===== config.mk =====
export PLATFORM = sky130hd
export DESIGN_NAME = simple_ipod
export DESIGN_NICKNAME = d
export VERILOG_FILES = /design/src/ipod_pkg.sv /design/src/simple_ipod.sv /design/src/hex_display.sv /design/src/level_meter.sv /design/src/sample_sequencer.sv /design/src/sample_rate_ctrl.sv /design/src/key_conditioner.sv
export VERILOG_INCLUDE_DIRS = /design/src
export SDC_FILE = /design/constraint.sdc
export NUM_CORES = 1
export LEC_CHECK = 0
export BUFFER_PORTS_ARGS = -buffer_cell sky130_fd_sc_hd__buf_4
export CORE_MARGIN = 3
export CORE_UTILIZATION = 60
export DETAILED_ROUTE_END_ITERATION = 8
export GPL_ROUTABILITY_DRIVEN = 0
export MAX_ROUTING_LAYER = met4
export PLACE_DENSITY = 0.8
export SETUP_SLACK_MARGIN = 0.02
export SYNTH_ARGS = -nofsm -noshare
export SYNTH_HDL_FRONTEND = slang
export SYNTH_SLANG_ARGS = --single-unit

===== constraint.sdc =====
create_clock -name CLK_50M -period 5.1 [get_ports CLK_50M]
set_input_delay 0.255 -clock CLK_50M [delete_from_list [all_inputs] [get_ports CLK_50M]]
set_output_delay 0.255 -clock CLK_50M [all_outputs]
set_load 0.1 [all_outputs]

===== src/simple_ipod_consts.svh =====
`ifndef SIMPLE_IPOD_CONSTS_SVH
`define SIMPLE_IPOD_CONSTS_SVH

// Data path widths
`define SAMPLE_W 8
`define WORD_W 32
`define ADDR_W 23
`define DIV_W 16

// Playback rate divider, in CLK_50M cycles per sample
`define DEFAULT_DIV 3472
`define SPEED_STEP 100
`define MIN_DIV 200
`define MAX_DIV 65000

// Last word address of the song before wrapping to zero
`define SONG_LAST_WORD 23'h7FFFF

// Samples per LED bar update
`define METER_LEN 16

// Key repeat interval, ten events per second
`define REPEAT_CYCLES 5000000

`endif

===== src/ipod_pkg.sv =====
`include "simple_ipod_consts.svh"

package ipod_pkg;

  // One signed audio sample
  typedef logic signed [`SAMPLE_W-1:0] sample_t;

  // Flash data word, four samples, lowest byte first
  typedef logic [`WORD_W-1:0] flash_word_t;

  // Flash word address
  typedef logic [`ADDR_W-1:0] flash_addr_t;

  // Playback rate divider
  typedef logic [`DIV_W-1:0] clk_div_t;

  // Seven-segment pattern, active low, segment a in bit 0
  typedef logic [6:0] seg7_t;

endpackage


===== src/simple_ipod.sv =====
`timescale 1ns/1ps
`include "simple_ipod_consts.svh"

module simple_ipod import ipod_pkg::*; #(
  parameter int          REPEAT_CYCLES = `REPEAT_CYCLES,
  parameter flash_addr_t LAST_WORD     = `SONG_LAST_WORD
) (
  input  logic        CLK_50M,
  input  logic        reset,
  input  logic [2:0]  key,
  output logic        flash_read,
  output flash_addr_t flash_address,
  input  logic        flash_waitrequest,
  input  flash_word_t flash_readdata,
  input  logic        flash_readdatavalid,
  output logic        audio_valid,
  output sample_t     audio_sample,
  input  logic        audio_ready,
  output logic [7:0]  led,
  output seg7_t       hex0,
  output seg7_t       hex1,
  output seg7_t       hex2,
  output seg7_t       hex3
);

  logic     speed_up;
  logic     speed_down;
  logic     speed_reset;
  clk_div_t clk_div;
  logic     sample_tick;
  logic     meter_strobe;
  sample_t  meter_sample;

  // ==================================================
  // Input side: keys and playback rate
  // ==================================================
  key_conditioner #(.REPEAT_CYCLES(REPEAT_CYCLES)) key_conditioner_inst (
    .CLK_50M     (CLK_50M),
    .reset       (reset),
    .key         (key),
    .speed_up    (speed_up),
    .speed_down  (speed_down),
    .speed_reset (speed_reset)
  );

  sample_rate_ctrl sample_rate_ctrl_inst (
    .CLK_50M     (CLK_50M),
    .reset       (reset),
    .speed_up    (speed_up),
    .speed_down  (speed_down),
    .speed_reset (speed_reset),
    .clk_div     (clk_div),
    .sample_tick (sample_tick)
  );

  // ==================================================
  // Flash to audio stream
  // ==================================================
  sample_sequencer #(.LAST_WORD(LAST_WORD)) sample_sequencer_inst (
    .CLK_50M             (CLK_50M),
    .reset               (reset),
    .sample_tick         (sample_tick),
    .flash_read          (flash_read),
    .flash_address       (flash_address),
    .flash_waitrequest   (flash_waitrequest),
    .flash_readdatavalid (flash_readdatavalid),
    .flash_readdata      (flash_readdata),
    .audio_valid         (audio_valid),
    .audio_sample        (audio_sample),
    .audio_ready         (audio_ready),
    .meter_strobe        (meter_strobe),
    .meter_sample        (meter_sample)
  );

  // ==================================================
  // Output side: LED bar and hex digits
  // ==================================================
  level_meter level_meter_inst (
    .CLK_50M      (CLK_50M),
    .reset        (reset),
    .meter_strobe (meter_strobe),
    .meter_sample (meter_sample),
    .led          (led)
  );

  hex_display hex_display_inst (
    .CLK_50M (CLK_50M),
    .reset   (reset),
    .clk_div (clk_div),
    .hex0    (hex0),
    .hex1    (hex1),
    .hex2    (hex2),
    .hex3    (hex3)
  );

endmodule


===== src/hex_display.sv =====
`timescale 1ns/1ps

module hex_display import ipod_pkg::*; (
  input  logic     CLK_50M,
  input  logic     reset,
  input  clk_div_t clk_div,
  output seg7_t    hex0,
  output seg7_t    hex1,
  output seg7_t    hex2,
  output seg7_t    hex3
);

  // Nibble to active-low segments, bit 0 is segment a
  function automatic seg7_t hex_seg(input logic [3:0] nib);
    case (nib)
      4'h0: hex_seg = 7'h40;
      4'h1: hex_seg = 7'h79;
      4'h2: hex_seg = 7'h24;
      4'h3: hex_seg = 7'h30;
      4'h4: hex_seg = 7'h19;
      4'h5: hex_seg = 7'h12;
      4'h6: hex_seg = 7'h02;
      4'h7: hex_seg = 7'h78;
      4'h8: hex_seg = 7'h00;
      4'h9: hex_seg = 7'h10;
      4'hA: hex_seg = 7'h08;
      4'hB: hex_seg = 7'h03;   // Lower case b
      4'hC: hex_seg = 7'h46;
      4'hD: hex_seg = 7'h21;   // Lower case d
      4'hE: hex_seg = 7'h06;
      default: hex_seg = 7'h0E;
    endcase
  endfunction

  always_ff @(posedge CLK_50M)
  begin
    if (reset)
    begin
      hex0 <= 7'h7F;   // Blank
      hex1 <= 7'h7F;
      hex2 <= 7'h7F;
      hex3 <= 7'h7F;
    end
    else
    begin
      hex0 <= hex_seg(clk_div[3:0]);
      hex1 <= hex_seg(clk_div[7:4]);
      hex2 <= hex_seg(clk_div[11:8]);
      hex3 <= hex_seg(clk_div[15:12]);
    end
  end

endmodule


===== src/level_meter.sv =====
`timescale 1ns/1ps
`include "simple_ipod_consts.svh"

module level_meter import ipod_pkg::*; (
  input  logic       CLK_50M,
  input  logic       reset,
  input  logic       meter_strobe,
  input  sample_t    meter_sample,
  output logic [7:0] led
);

  localparam int LEN_LOG2 = $clog2(`METER_LEN);
  localparam int SUM_W    = `SAMPLE_W + LEN_LOG2;

  logic [`SAMPLE_W-1:0] mag;       // 0 to 128
  logic [SUM_W-1:0]     sum;
  logic [SUM_W-1:0]     sum_next;
  logic [LEN_LOG2-1:0]  count;
  logic [`SAMPLE_W-1:0] avg;
  logic [3:0]           level;     // 0 to 8 LEDs

  // -128 wraps to 8'h80, read unsigned as 128
  assign mag      = meter_sample[`SAMPLE_W-1] ? `SAMPLE_W'(-meter_sample) : meter_sample;
  assign sum_next = sum + SUM_W'(mag);
  assign avg      = `SAMPLE_W'(sum_next >> LEN_LOG2);
  assign level    = 4'(avg >> 4);

  always_ff @(posedge CLK_50M)
  begin
    if (reset)
    begin
      sum   <= '0;
      count <= '0;
      led   <= 8'h00;
    end
    else if (meter_strobe)
    begin
      if (count == LEN_LOG2'(`METER_LEN - 1))
      begin
        sum   <= '0;                          // Block done
        count <= '0;
        led   <= 8'((9'd1 << level) - 9'd1);  // Thermometer bar
      end
      else
      begin
        sum   <= sum_next;
        count <= count + 1'b1;
      end
    end
  end

endmodule


===== src/sample_sequencer.sv =====
`timescale 1ns/1ps
`include "simple_ipod_consts.svh"

module sample_sequencer import ipod_pkg::*; #(
  parameter flash_addr_t LAST_WORD = `SONG_LAST_WORD
) (
  input  logic        CLK_50M,
  input  logic        reset,
  input  logic        sample_tick,
  output logic        flash_read,
  output flash_addr_t flash_address,
  input  logic        flash_waitrequest,
  input  logic        flash_readdatavalid,
  input  flash_word_t flash_readdata,
  output logic        audio_valid,
  output sample_t     audio_sample,
  input  logic        audio_ready,
  output logic        meter_strobe,
  output sample_t     meter_sample
);

  localparam logic [1:0] S_IDLE  = 2'd0;   // Wait for a tick
  localparam logic [1:0] S_FETCH = 2'd1;   // Read request out
  localparam logic [1:0] S_WAIT  = 2'd2;   // Wait for the word
  localparam logic [1:0] S_OUT   = 2'd3;   // Sample offered

  logic [1:0]  state;
  logic [1:0]  byte_idx;
  flash_word_t word_reg;
  logic        next_byte;
  logic        word_arrives;
  logic        sample_taken;

  assign next_byte    = (state == S_IDLE) && sample_tick && (byte_idx != 2'd0);
  assign word_arrives = (state == S_WAIT) && flash_readdatavalid;
  assign sample_taken = (state == S_OUT) && audio_ready;

  // ==================================================
  // Control FSM
  // ==================================================
  always_ff @(posedge CLK_50M)
  begin
    if (reset)
    begin
      state         <= S_IDLE;
      flash_read    <= 1'b0;
      flash_address <= '0;
      audio_valid   <= 1'b0;
      meter_strobe  <= 1'b0;
      byte_idx      <= 2'd0;
    end
    else
    begin
      meter_strobe <= 1'b0;
      case (state)
        S_IDLE:
          if (sample_tick && byte_idx == 2'd0)
          begin
            flash_read <= 1'b1;             // Word used up, fetch the next
            state      <= S_FETCH;
          end
          else if (next_byte)
          begin
            audio_valid <= 1'b1;
            state       <= S_OUT;
          end
        S_FETCH:
          if (!flash_waitrequest)
          begin
            flash_read <= 1'b0;
            state      <= S_WAIT;
          end
        S_WAIT:
          if (word_arrives)
          begin
            audio_valid <= 1'b1;
            state       <= S_OUT;
          end
        default:
          if (sample_taken)
          begin
            audio_valid  <= 1'b0;
            meter_strobe <= 1'b1;
            byte_idx     <= byte_idx + 1'b1;
            if (byte_idx == 2'd3)
              flash_address <= (flash_address == LAST_WORD) ? '0 : flash_address + 1'b1;
            state <= S_IDLE;
          end
      endcase
    end
  end

  // Word and sample holding registers
  always_ff @(posedge CLK_50M)
  begin
    if (word_arrives)
    begin
      word_reg     <= flash_readdata;
      audio_sample <= flash_readdata[`SAMPLE_W-1:0];   // Byte 0 goes straight out
    end
    else if (next_byte)
      audio_sample <= word_reg[{byte_idx, 3'b000} +: `SAMPLE_W];
    if (sample_taken)
      meter_sample <= audio_sample;
  end

  a_audio_hold: assert property (@(posedge CLK_50M) disable iff (reset)
    audio_valid && !audio_ready |=> audio_valid && $stable(audio_sample));

  a_flash_hold: assert property (@(posedge CLK_50M) disable iff (reset)
    flash_read && flash_waitrequest |=> flash_read && $stable(flash_address));

endmodule


===== src/sample_rate_ctrl.sv =====
`timescale 1ns/1ps
`include "simple_ipod_consts.svh"

module sample_rate_ctrl import ipod_pkg::*; (
  input  logic     CLK_50M,
  input  logic     reset,
  input  logic     speed_up,
  input  logic     speed_down,
  input  logic     speed_reset,
  output clk_div_t clk_div,
  output logic     sample_tick
);

  clk_div_t div_cnt;

  // Divider register, clamped at both ends
  always_ff @(posedge CLK_50M)
  begin
    if (reset || speed_reset)
      clk_div <= `DIV_W'(`DEFAULT_DIV);
    else if (speed_up)
    begin
      if (clk_div < `DIV_W'(`MIN_DIV + `SPEED_STEP))
        clk_div <= `DIV_W'(`MIN_DIV);
      else
        clk_div <= clk_div - `DIV_W'(`SPEED_STEP);
    end
    else if (speed_down)
    begin
      if (clk_div > `DIV_W'(`MAX_DIV - `SPEED_STEP))
        clk_div <= `DIV_W'(`MAX_DIV);
      else
        clk_div <= clk_div + `DIV_W'(`SPEED_STEP);
    end
  end

  // Tick once per clk_div cycles
  always_ff @(posedge CLK_50M)
  begin
    if (reset)
    begin
      div_cnt     <= `DIV_W'(`DEFAULT_DIV - 1);
      sample_tick <= 1'b0;
    end
    else if (div_cnt == '0)
    begin
      div_cnt     <= clk_div - 1'b1;   // Picks up a new rate at the wrap
      sample_tick <= 1'b1;
    end
    else
    begin
      div_cnt     <= div_cnt - 1'b1;
      sample_tick <= 1'b0;
    end
  end

  a_div_range: assert property (@(posedge CLK_50M) disable iff (reset)
    clk_div >= `DIV_W'(`MIN_DIV) && clk_div <= `DIV_W'(`MAX_DIV));

endmodule


===== src/key_conditioner.sv =====
`timescale 1ns/1ps
`include "simple_ipod_consts.svh"

module key_conditioner #(
  parameter int REPEAT_CYCLES = `REPEAT_CYCLES
) (
  input  logic       CLK_50M,
  input  logic       reset,
  input  logic [2:0] key,         // Active low push keys
  output logic       speed_up,
  output logic       speed_down,
  output logic       speed_reset
);

  localparam int CNT_W = $clog2(REPEAT_CYCLES + 1);

  logic [2:0] key_meta;    // First sync stage, already inverted
  logic [2:0] key_sync;
  logic [2:0] key_prev;    // For press edge
  logic [2:0] key_event;
  logic [CNT_W-1:0] rep_cnt [3];

  always_ff @(posedge CLK_50M)
  begin
    if (reset)
    begin
      key_meta  <= '0;
      key_sync  <= '0;
      key_prev  <= '0;
      key_event <= '0;
      for (int i = 0; i < 3; i++)
      begin
        rep_cnt[i] <= '0;
      end
    end
    else
    begin
      key_meta <= ~key;
      key_sync <= key_meta;
      key_prev <= key_sync;
      for (int i = 0; i < 3; i++)
      begin
        key_event[i] <= 1'b0;
        if (!key_sync[i])
          rep_cnt[i] <= '0;                 // Released, no repeat
        else if (!key_prev[i] || rep_cnt[i] == CNT_W'(REPEAT_CYCLES - 1))
        begin
          key_event[i] <= 1'b1;             // Press edge or repeat
          rep_cnt[i]   <= '0;
        end
        else
          rep_cnt[i] <= rep_cnt[i] + 1'b1;
      end
    end
  end

  assign speed_up    = key_event[0];
  assign speed_down  = key_event[1];
  assign speed_reset = key_event[2];

endmodule


# Word level (Yosys, flattened, before mapping)
# Memory sizes are Yosys's and may differ from the RTL's. A register that Yosys moved wholly into a read port is not among the register bits.
# Cells that the tools add are included.
# word_totals
mem_bits_ro	448
out_inout_bits	69
mem_bits_rw	69
wordCells	168
memories	5
register_bits	147
inputBits	40
# op_classes
reduce_logical	29
n_bitwise	12
order_cmp	2
mux	71
eq_ne	15
shift	2
n_addsub	13
# mem_list
memory	depth	word_bits	rd	rd_clocked_by_memory_dff	write_ports	line	text
(name not given)	16	7	1	1	0	hex_display.sv:15	case (nib)
(name not given)	16	7	1	1	0	hex_display.sv:15	
(name not given)	16	7	1	1	0	hex_display.sv:15	
(name not given)	16	7	1	1	0	hex_display.sv:15	
key_conditioner_inst.rep_cnt	3	23	3	0	3	key_conditioner.sv:21	logic [CNT_W-1:0] rep_cnt [3];
# ops
op	n
2-to-1 mux 23 bit	10
adder 23 x 1 -> 23 bit (second input constant)	4
2-to-1 mux 16 bit	5
equality test 23 bit (second input constant)	3
2-to-1 mux 1 bit	43
variable part select 32 x 6 -> 8 bit	1
subtractor 16 x 1 -> 16 bit (second input constant)	2
2-to-1 mux 8 bit	3
equality test 23 x 19 -> 1 bit (second input constant)	1
adder 16 x 7 -> 16 bit (second input constant)	1
greater-than comparator 16 bit (second input constant)	1
logical NOT 16 bit	1
< comparator 16 x 9 -> 1 bit (second input constant)	1
subtractor 16 x 7 -> 16 bit (second input constant)	1
adder 12 x 8 -> 12 bit	1
2-to-1 mux 12 bit	1
2-to-1 mux 2 bit	5
bitwise OR 1 bit	9
negation 8 bit	1
nonzero test 2 bit	4
left shift 1 x 4 -> 8 bit (first input constant)	1
subtractor 8 x 1 -> 8 bit (second input constant)	1
equality test 2 bit (second input constant)	3
inequality test 2 bit (second input constant)	3
other kinds (24)	38

# Depth between registers and ports, before layout
# Gate-level depths: netlist (run 1).
# depth
ltp_word	8
ltp_mapped	17
mapped_depth_nobuf	16

# Hierarchy
# From an unflattened synthesis (run 1), not the netlist that was laid out.
# hier_totals
hier_cells	1335
hier_area_um2	13172.6
# modules_own_cells
mod	seq_area_each_um2	cells_each	area_per_inst_um2	n_inst
key_conditioner	2312.2	399	4201.5	1
sample_sequencer	2042.0	246	3293.2	1
sample_rate_ctrl	620.6	310	2259.7	1
hex_display	560.5	176	1711.6	1
level_meter	480.5	204	1706.6	1

# Worst setup path before layout (run 1)
# No wires, ideal clock.
# synth_timing
path_kind	register to register
from	register sample_sequencer_inst.meter_sample[2]
to	register level_meter_inst.led[4]
t_arrival_ns	3.601
n_path_buf	1
synth_period_minus_slack_ns	3.683
setup_slack_ns	1.417
setup_ns	0.083
t_required_ns	5.017
path_stages_with_launch	15
path_cell_list	edfxtp_1 or3_1 nand2_1 xnor2_1 ha_1 a21o_1 a221oi_1 o32a_1 xor2_1 nand3b_1 ha_1 clkbuf_1 nor4_1 a21oi_1 o221ai_1
# synth_between
elab_chain_len	5
# synth_lines
item	line	text
start: declaration	sample_sequencer.sv:19	output sample_t meter_sample
start signal: assignment	sample_sequencer.sv:104	meter_sample <= audio_sample;
negation 8 bit	level_meter.sv:23	assign mag = meter_sample[`SAMPLE_W-1] ? `SAMPLE_W'(-meter_sample) : meter_sample;
2-to-1 mux 8 bit (*)	level_meter.sv:23	
adder 12 x 8 -> 12 bit (*)	level_meter.sv:24	assign sum_next = sum + SUM_W'(mag);
left shift 1 x 4 -> 8 bit (*)	level_meter.sv:42	led <= 8'((9'd1 << level) - 9'd1);
subtractor 8 x 1 -> 8 bit (*)	level_meter.sv:42	
end signal: assignment	level_meter.sv:42	
end: declaration	level_meter.sv:9	output logic [7:0] led
# Every way passes the cells marked *; elsewhere a longest branch is shown, timed or not.
# A chain may end at the register's enable or synchronous reset.

# Worst setup path after layout (run 1)
# Same ends and word-level chain as after synthesis.

==> summary.md, run 1 <==
| Metric | Value |
|---|---|
| Combinational share of power | 11.5% |
| Register area share after synthesis | 49.9% |
| Initial antenna violation count | 0 |
| Via density | 5.54 |
| Buffer count from post-CTS setup fixing | 0 |
| Unrepaired setup endpoints after global routing | false |
| Worst-skew pair later-pin latency | 520 ps |
| Total track usage | 23.4% |
| Slew @ Worst Pin | 1230 ps |
| Delay-heaviest family, CP | compound AO/OA/AOI/OAI gates |
| Post-synth top flop | dfxtp_1 |
| Relative slew slack | 17.0% |
| TritonCTS Sinks | 241 |
| HP Start | flash_waitrequest |
| Crit path largest cell delay | 590 ps |
| PortBufs | 108 |
| Total wire length | 24800 µm |
| CP max-delay cell | a221oi_1 |
| Power density cells | 307 nW/µm² |
| Most Crowded Layer GR | met2 |
| Max Clk Rate | 0.235 GHz |
| Worst setup SP type | flip-flop |
| CP required | 5520 ps |
| Vias post-DR | 9310 |
| Synth top area share | 29.3% |
| Pins Over Slew Limit | 0 |
| Hold path endpoint | sample_sequencer_inst.flash_read |
| Pwr Total | 4.37 mW |
| WP buf/inv | 0 |
| Worst path cell trace | or3_1, nand2_1, xnor2_1, ha_1, a21o_1, a221oi_1, o32a_1, xor2_1, nand3b_1, ha_1, nor4_1, a21oi_1, o221ai_1 |
| Skew final | 14.0 ps |
| CTS tree | done |
| Synth area leaders | edfxtp_1 29%, dfxtp_1 21%, nor2_1 5.5% |
| FF-to-FF path depth | 13 |
| Worst path arrival time | 4670 ps |
| Post-route clock period utilization | 83.4% |
| Pre-Repair DR Iteration Count | 5 |
| Largest net degree at the start of global routing | 73 |
| # diodes | 0 |
| Reg clk slew, reported paths | 60 ps |
| Synth Warn # | 0 |
| Drt drc | 0 |
| Met1 Use GR | 28.4% |
| Core area | 19600 µm² |
| Synthesis-to-layout area growth | 18.8% |
| Hold Path Depth | 3 |
| Flop-to-flop setup slack | 850 ps |
| Outcome | complete, no violations |
| Sw Share | 25.7% |
| WL/cell | 14.7 µm |
| Hold WC Path Type | in -> reg |
| Fin Setup TNS | 0 ps |
| ANT nets after route | 0 |
| Vias in the first global route | 8941 |
| Die footprint | 21700 µm² |
| Area of the mapped netlist | 12000 µm² |
| Row count | 51 |
| Fraction of layout cells with a size suffix above 1 | 13.1% |
| Die Height | 147 µm |
| Die Wd | 147 µm |
| Final Hold Vio Count | 0 |
| FF-to-FF Start | sample_sequencer_inst.meter_sample[2] |
| Nets | 1481 |
| Post-DP HPWL | 16500 µm |
| Synth async-reset ratio | 0% |
| Worst setup EP type | flip-flop |
| First-pass GRT wire length | 41900 µm |
| Met2 Use GR | 41.0% |
| WS Path Type | reg -> reg |
| CP most frequent cell | ha_1 |
| Syn Inst Count | 1220 |
| Initial Util | 61.3% |
| Clock tree buffer depth | 3 |
| Post-layout minimum cycle time | 4250 ps |
| Endpoints failing setup | 0 |
| VDD IR max | 263 µV |
| Grt met3 use | 3.65% |
| Initial detailed-routing violation count | 686 |
| Yosys cell types | 70 |
| Seq pwr share | 49.9% |
| Crit Path Max Fanout | 9 |
| Clock share of power | 38.7% |
| Worst reg2reg path endpoint | level_meter_inst.led[4] |
| PostCTS Resize Cnt | 0 |
| Clk root buf | clkbuf_16 |
| Grt total ovfl | 0 |
| Max-Cap Viols | 0 |
| Commonest cells in the synthesized netlist | 175 x nor2_1, 124 x dfxtp_1, 117 x edfxtp_1 |
| Area leader, netlist | edfxtp_1 |
| CTS H-tree lvls | 1 |
| Leak | 5.55 nW |
| Most common cell in the netlist | nor2_1 |
| Sw Pwr | 1.12 mW |
| Internal | 3.25 mW |
| Post-synth EDFFs | 117 |
| Yosys reg bits | 241 |
| Flip-flop count of the largest register after layout | 69 |
| TritonCTS Buffers | 25 |
| Syn_area_per_cell | 9.84 µm² |
| I/O pins | 109 |
-- stage by stage --
| step | util [%] | worst slack [ps] | instances | instance area, µm² | hold WS (ps) |
|---|---|---|---|---|---|
| floorplan | - | 1420 | 1288 | 12300 | 322 |
| global placement | 67.2 | 1170 | 1601 | 13200 | 393 |
| detailed placement | 67.2 | 920 | 1601 | 13200 | 398 |
| CTS | 72.8 | 939 | 1681 | 14300 | 51.5 |
| global route | 72.8 | 610 | 1681 | 14300 | 65.6 |
| finish | 72.8 | 848 | 1681 | 14300 | 72.7 |
-- worst max path at each step --
stage | end | slack [ps] | start | depth (start not counted)
floorplan | level_meter_inst.led[4] | 1420 | sample_sequencer_inst.meter_sample[2] | 14
global placement | level_meter_inst.led[4] | 1170 | sample_sequencer_inst.meter_sample[2] | 13
detailed placement | level_meter_inst.led[4] | 920 | sample_sequencer_inst.meter_sample[2] | 13
CTS | level_meter_inst.led[4] | 940 | sample_sequencer_inst.meter_sample[2] | 13
global route | level_meter_inst.led[4] | 610 | sample_sequencer_inst.meter_sample[0] | 15
finish | level_meter_inst.led[4] | 850 | sample_sequencer_inst.meter_sample[2] | 13
-- tightest hold or removal path: cells and delay by family --
family	cells	cell delay, ps
AO/OA/AOI/OAI	2	210
buffers and inverters	1	90
-- power groups by stage --
stage	Combinational, mW	Sequential, mW	Clock (mW)
6_report	0.502	2.18	1.69
5_1_grt	0.540	2.19	1.79
4_1_cts	0.498	2.18	1.72
3_5_place_dp	0.474	2.22	0
3_3_place_gp	0.468	2.22	0
2_1_floorplan	0.222	2.36	0
-- kinds of logic after synthesis --
| kind of cell | synth area share (%) |
|---|---|
| AND/OR/NAND/NOR | 20.0 |
| flip-flops | 49.9 |
| AO/OA/AOI/OAI | 10.9 |
| XOR/XNOR | 8.24 |
| buffers and inverters | 3.32 |
| adder cells (fa/ha/maj) | 4.54 |
| multiplexers | 2.95 |
| other | 0.0312 |
-- cells in the final DEF, fill, tap and decap left out, types with 5 or more instances in the layout --
master,synthesis,routed
mux2_2,9,9
ha_1,42,42
xor2_1,68,68
inv_1,38,38
conb_1,1,69
and4_1,6,6
nor2_1,175,175
clkbuf_16,0,26
a221o_1,5,5
nor4_1,12,12
xnor2_1,45,45
dfxtp_1,124,124
nor4b_1,6,6
or2_2,9,9
nand4_1,24,24
mux2i_1,5,5
nor2b_1,17,17
a211oi_1,10,10
dlygate4sd3_1,0,35
nand3_1,51,51
and3_1,28,28
o21ai_0,42,42
o221ai_1,5,5
clkbuf_1,46,7
nor3_1,16,16
o21a_1,5,5
nand2b_1,13,13
and2_1,11,11
buf_4,2,109
a31oi_1,12,12
a22oi_1,13,13
edfxtp_1,117,117
or3_1,13,13
o211ai_1,9,9
nand2_1,103,103
mux4_2,9,9
a21oi_1,61,61
-- layer usage --
layer | part of all wire, % | wire [µm]
met1 | 42 | 10300
met3 | 5.4 | 1330
met5 | 0 | 0
met2 | 50 | 12500
met4 | 2.6 | 641
-- cell type report --
cell class / instances / area (µm²)
inverter: 38 / 143
clock inverter: 8 / 45.0
timing repair buffer: 144 / 1170
tap: 265 / 332
sequential: 241 / 6000
clock buffer: 37 / 714
multi-input combinational: 948 / 5870
fill: 1386 / 5320
-- repair_timing --
item,in CTS,in global routing
hold buffers,35,0
hold endpoints to repair,35,0
setup endpoints to repair,0,0
Power figures use the tool's default switching activity.
==> run 2: changes to the inputs <==
==> constraint.sdc (replaced) <==
create_clock -name CLK_50M -period 4.3 [get_ports CLK_50M]
set_input_delay 0.215 -clock CLK_50M [delete_from_list [all_inputs] [get_ports CLK_50M]]
set_output_delay 0.215 -clock CLK_50M [all_outputs]
set_load 0.1 [all_outputs]
==> summary.md, run 2 (synthesized netlist as in run 1, its figures left out) <==
| Metric | Value |
|---|---|
| Most common library cell in the layout ignoring fill and taps | nor2_1 |
| Endpoints failing setup | 0 |
| Fraction of layout cells with a size suffix above 1 | 13.6% |
| CTS tree | done |
| Post-route clock period utilization | 89.7% |
| # diodes | 0 |
| ANT nets after route | 0 |
| Met3 wire len | 1440 µm |
| Initial detailed-routing violation count | 591 |
| Pins Over Slew Limit | 0 |
| Drt drc | 0 |
| Relative slew slack | 18.5% |
| Reg clk slew, reported paths | 60 ps |
| DRT met1 WL | 10600 µm |
| Core area | 19600 µm² |
| Initial Util | 61.3% |
| Via density | 5.54 |
| Max Used Layer | met4 |
| Vias in the first global route | 9244 |
| WS Path Type | reg -> reg |
| TritonCTS Sinks | 241 |
| HP Start | flash_waitrequest |
| Total track usage | 24.1% |
| Pwr Total | 5.49 mW |
| Pre-Repair DR Iteration Count | 5 |
| Commonest cells after routing, fill and taps aside | 175 x nor2_1, 124 x dfxtp_1, 117 x edfxtp_1 |
| Die Height | 147 µm |
| Hold Path Depth | 3 |
| Final Hold Vio Count | 0 |
| Die footprint | 21700 µm² |
| WL met2 | 13000 µm |
| Crit Path Max Fanout | 7 |
| Clk root buf | clkbuf_16 |
| CTS H-tree lvls | 1 |
| Flop-to-flop setup slack | 440 ps |
| TritonCTS Buffers | 26 |
| Post-layout minimum cycle time | 3860 ps |
| CP required | 4740 ps |
| Worst setup SP type | flip-flop |
| Total wire length | 25500 µm |
| Worst-skew pair later-pin latency | 530 ps |
| VDD IR max | 411 µV |
| Leak | 5.63 nW |
| PortBufs | 108 |
| Unrepaired setup endpoints after global routing | false |
| WL/cell | 15.1 µm |
| Flip-flop count of the largest register after layout | 69 |
| Row count | 51 |
| Worst setup EP type | flip-flop |
| Largest net degree at the start of global routing | 73 |
| FF-to-FF path depth | 14 |
| Slew @ Worst Pin | 1210 ps |
| Synthesis-to-layout area growth | 20.3% |
| Worst reg2reg path endpoint | level_meter_inst.led[4] |
| Initial antenna violation count | 0 |
| Vias post-DR | 9345 |
| Hold WC Path Type | in -> reg |
| Fin Setup TNS | 0 ps |
| Grt total ovfl | 0 |
| Clock tree buffer depth | 3 |
| Max Clk Rate | 0.259 GHz |
| I/O pins | 109 |
| Worst path arrival time | 4300 ps |
| Skew final | 21.8 ps |
| Power density cells | 380 nW/µm² |
| FF-to-FF Start | sample_sequencer_inst.meter_sample[2] |
| Die Wd | 147 µm |
| Outcome | complete, no violations |
| Post-DP HPWL | 16800 µm |
| Max-Cap Viols | 0 |
| First-pass GRT wire length | 43400 µm |
| Nets | 1486 |
| Hold path endpoint | sample_sequencer_inst.flash_read |
## run 2: worst max path at each step
stage	slack, ps	from	cells past startpoint	end
finish	440	sample_sequencer_inst.meter_sample[2]	14	level_meter_inst.led[4]
detailed placement	340	sample_sequencer_inst.meter_sample[2]	14	level_meter_inst.led[4]
global route	150	sample_sequencer_inst.meter_sample[2]	14	level_meter_inst.led[4]
global placement	510	sample_sequencer_inst.meter_sample[2]	14	level_meter_inst.led[4]
CTS	300	sample_sequencer_inst.meter_sample[0]	16	level_meter_inst.led[4]
floorplan	620	sample_sequencer_inst.meter_sample[2]	14	level_meter_inst.led[4]
## run 2: repair_timing
action,4_1_cts,5_1_grt
buffers inserted,0,0
resized for setup,0,2
hold buffers,35,0
endpoints found under the hold margin,39,0
setup endpoints to repair,0,3
## run 2: cell type report
type,instances,area [µm²]
Multi-Input combinational cell,948,5880
Fill cell,1373,5140
Clock inverter,8,86.3
Inverter,38,143
Tap cell,265,332
Timing Repair Buffer,148,1200
Clock buffer,40,811
Sequential cell,241,6000
## run 2: worst max-delay path: stages, from the launching register on
cell and delay, ps:
edfxtp_1 410, or3_1 440, o31ai_1 260, xnor2_1 180, ha_1 300, a21oi_1 230
o2111ai_1 170, nand4_1 140, xor2_1 360, nor2b_1 320, nand3_1 120, ha_1 310
nor4_1 290, a21oi_1 70, o221ai_1 170
## run 2: power by group
part,total [mW],switching (mW),internal (mW)
Sequential,2.59,0.0761,2.51
Clock,2.30,0.887,1.41
Combinational,0.606,0.411,0.196
## run 2: metrics by stage
stage | util, % | area [µm²] | setup WS, ps | cells | hold WS, ps
4_1_cts | 73.7 | 14400 | 304 | 1688 | 4.92
3_3_place_gp | 67.3 | 13200 | 513 | 1605 | 372
3_5_place_dp | 67.3 | 13200 | 341 | 1605 | 373
5_1_grt | 73.7 | 14400 | 155 | 1688 | 66.6
6_report | 73.7 | 14400 | 442 | 1688 | 32.1
2_1_floorplan | - | 12300 | 617 | 1288 | 282
## run 2: routing by layer
metal	track usage, %	vias to the layer above
met5	-	-
met4	5.17	0
met3	4.05	41
met2	43.2	272
met1	28.9	4394
li1	-	4638
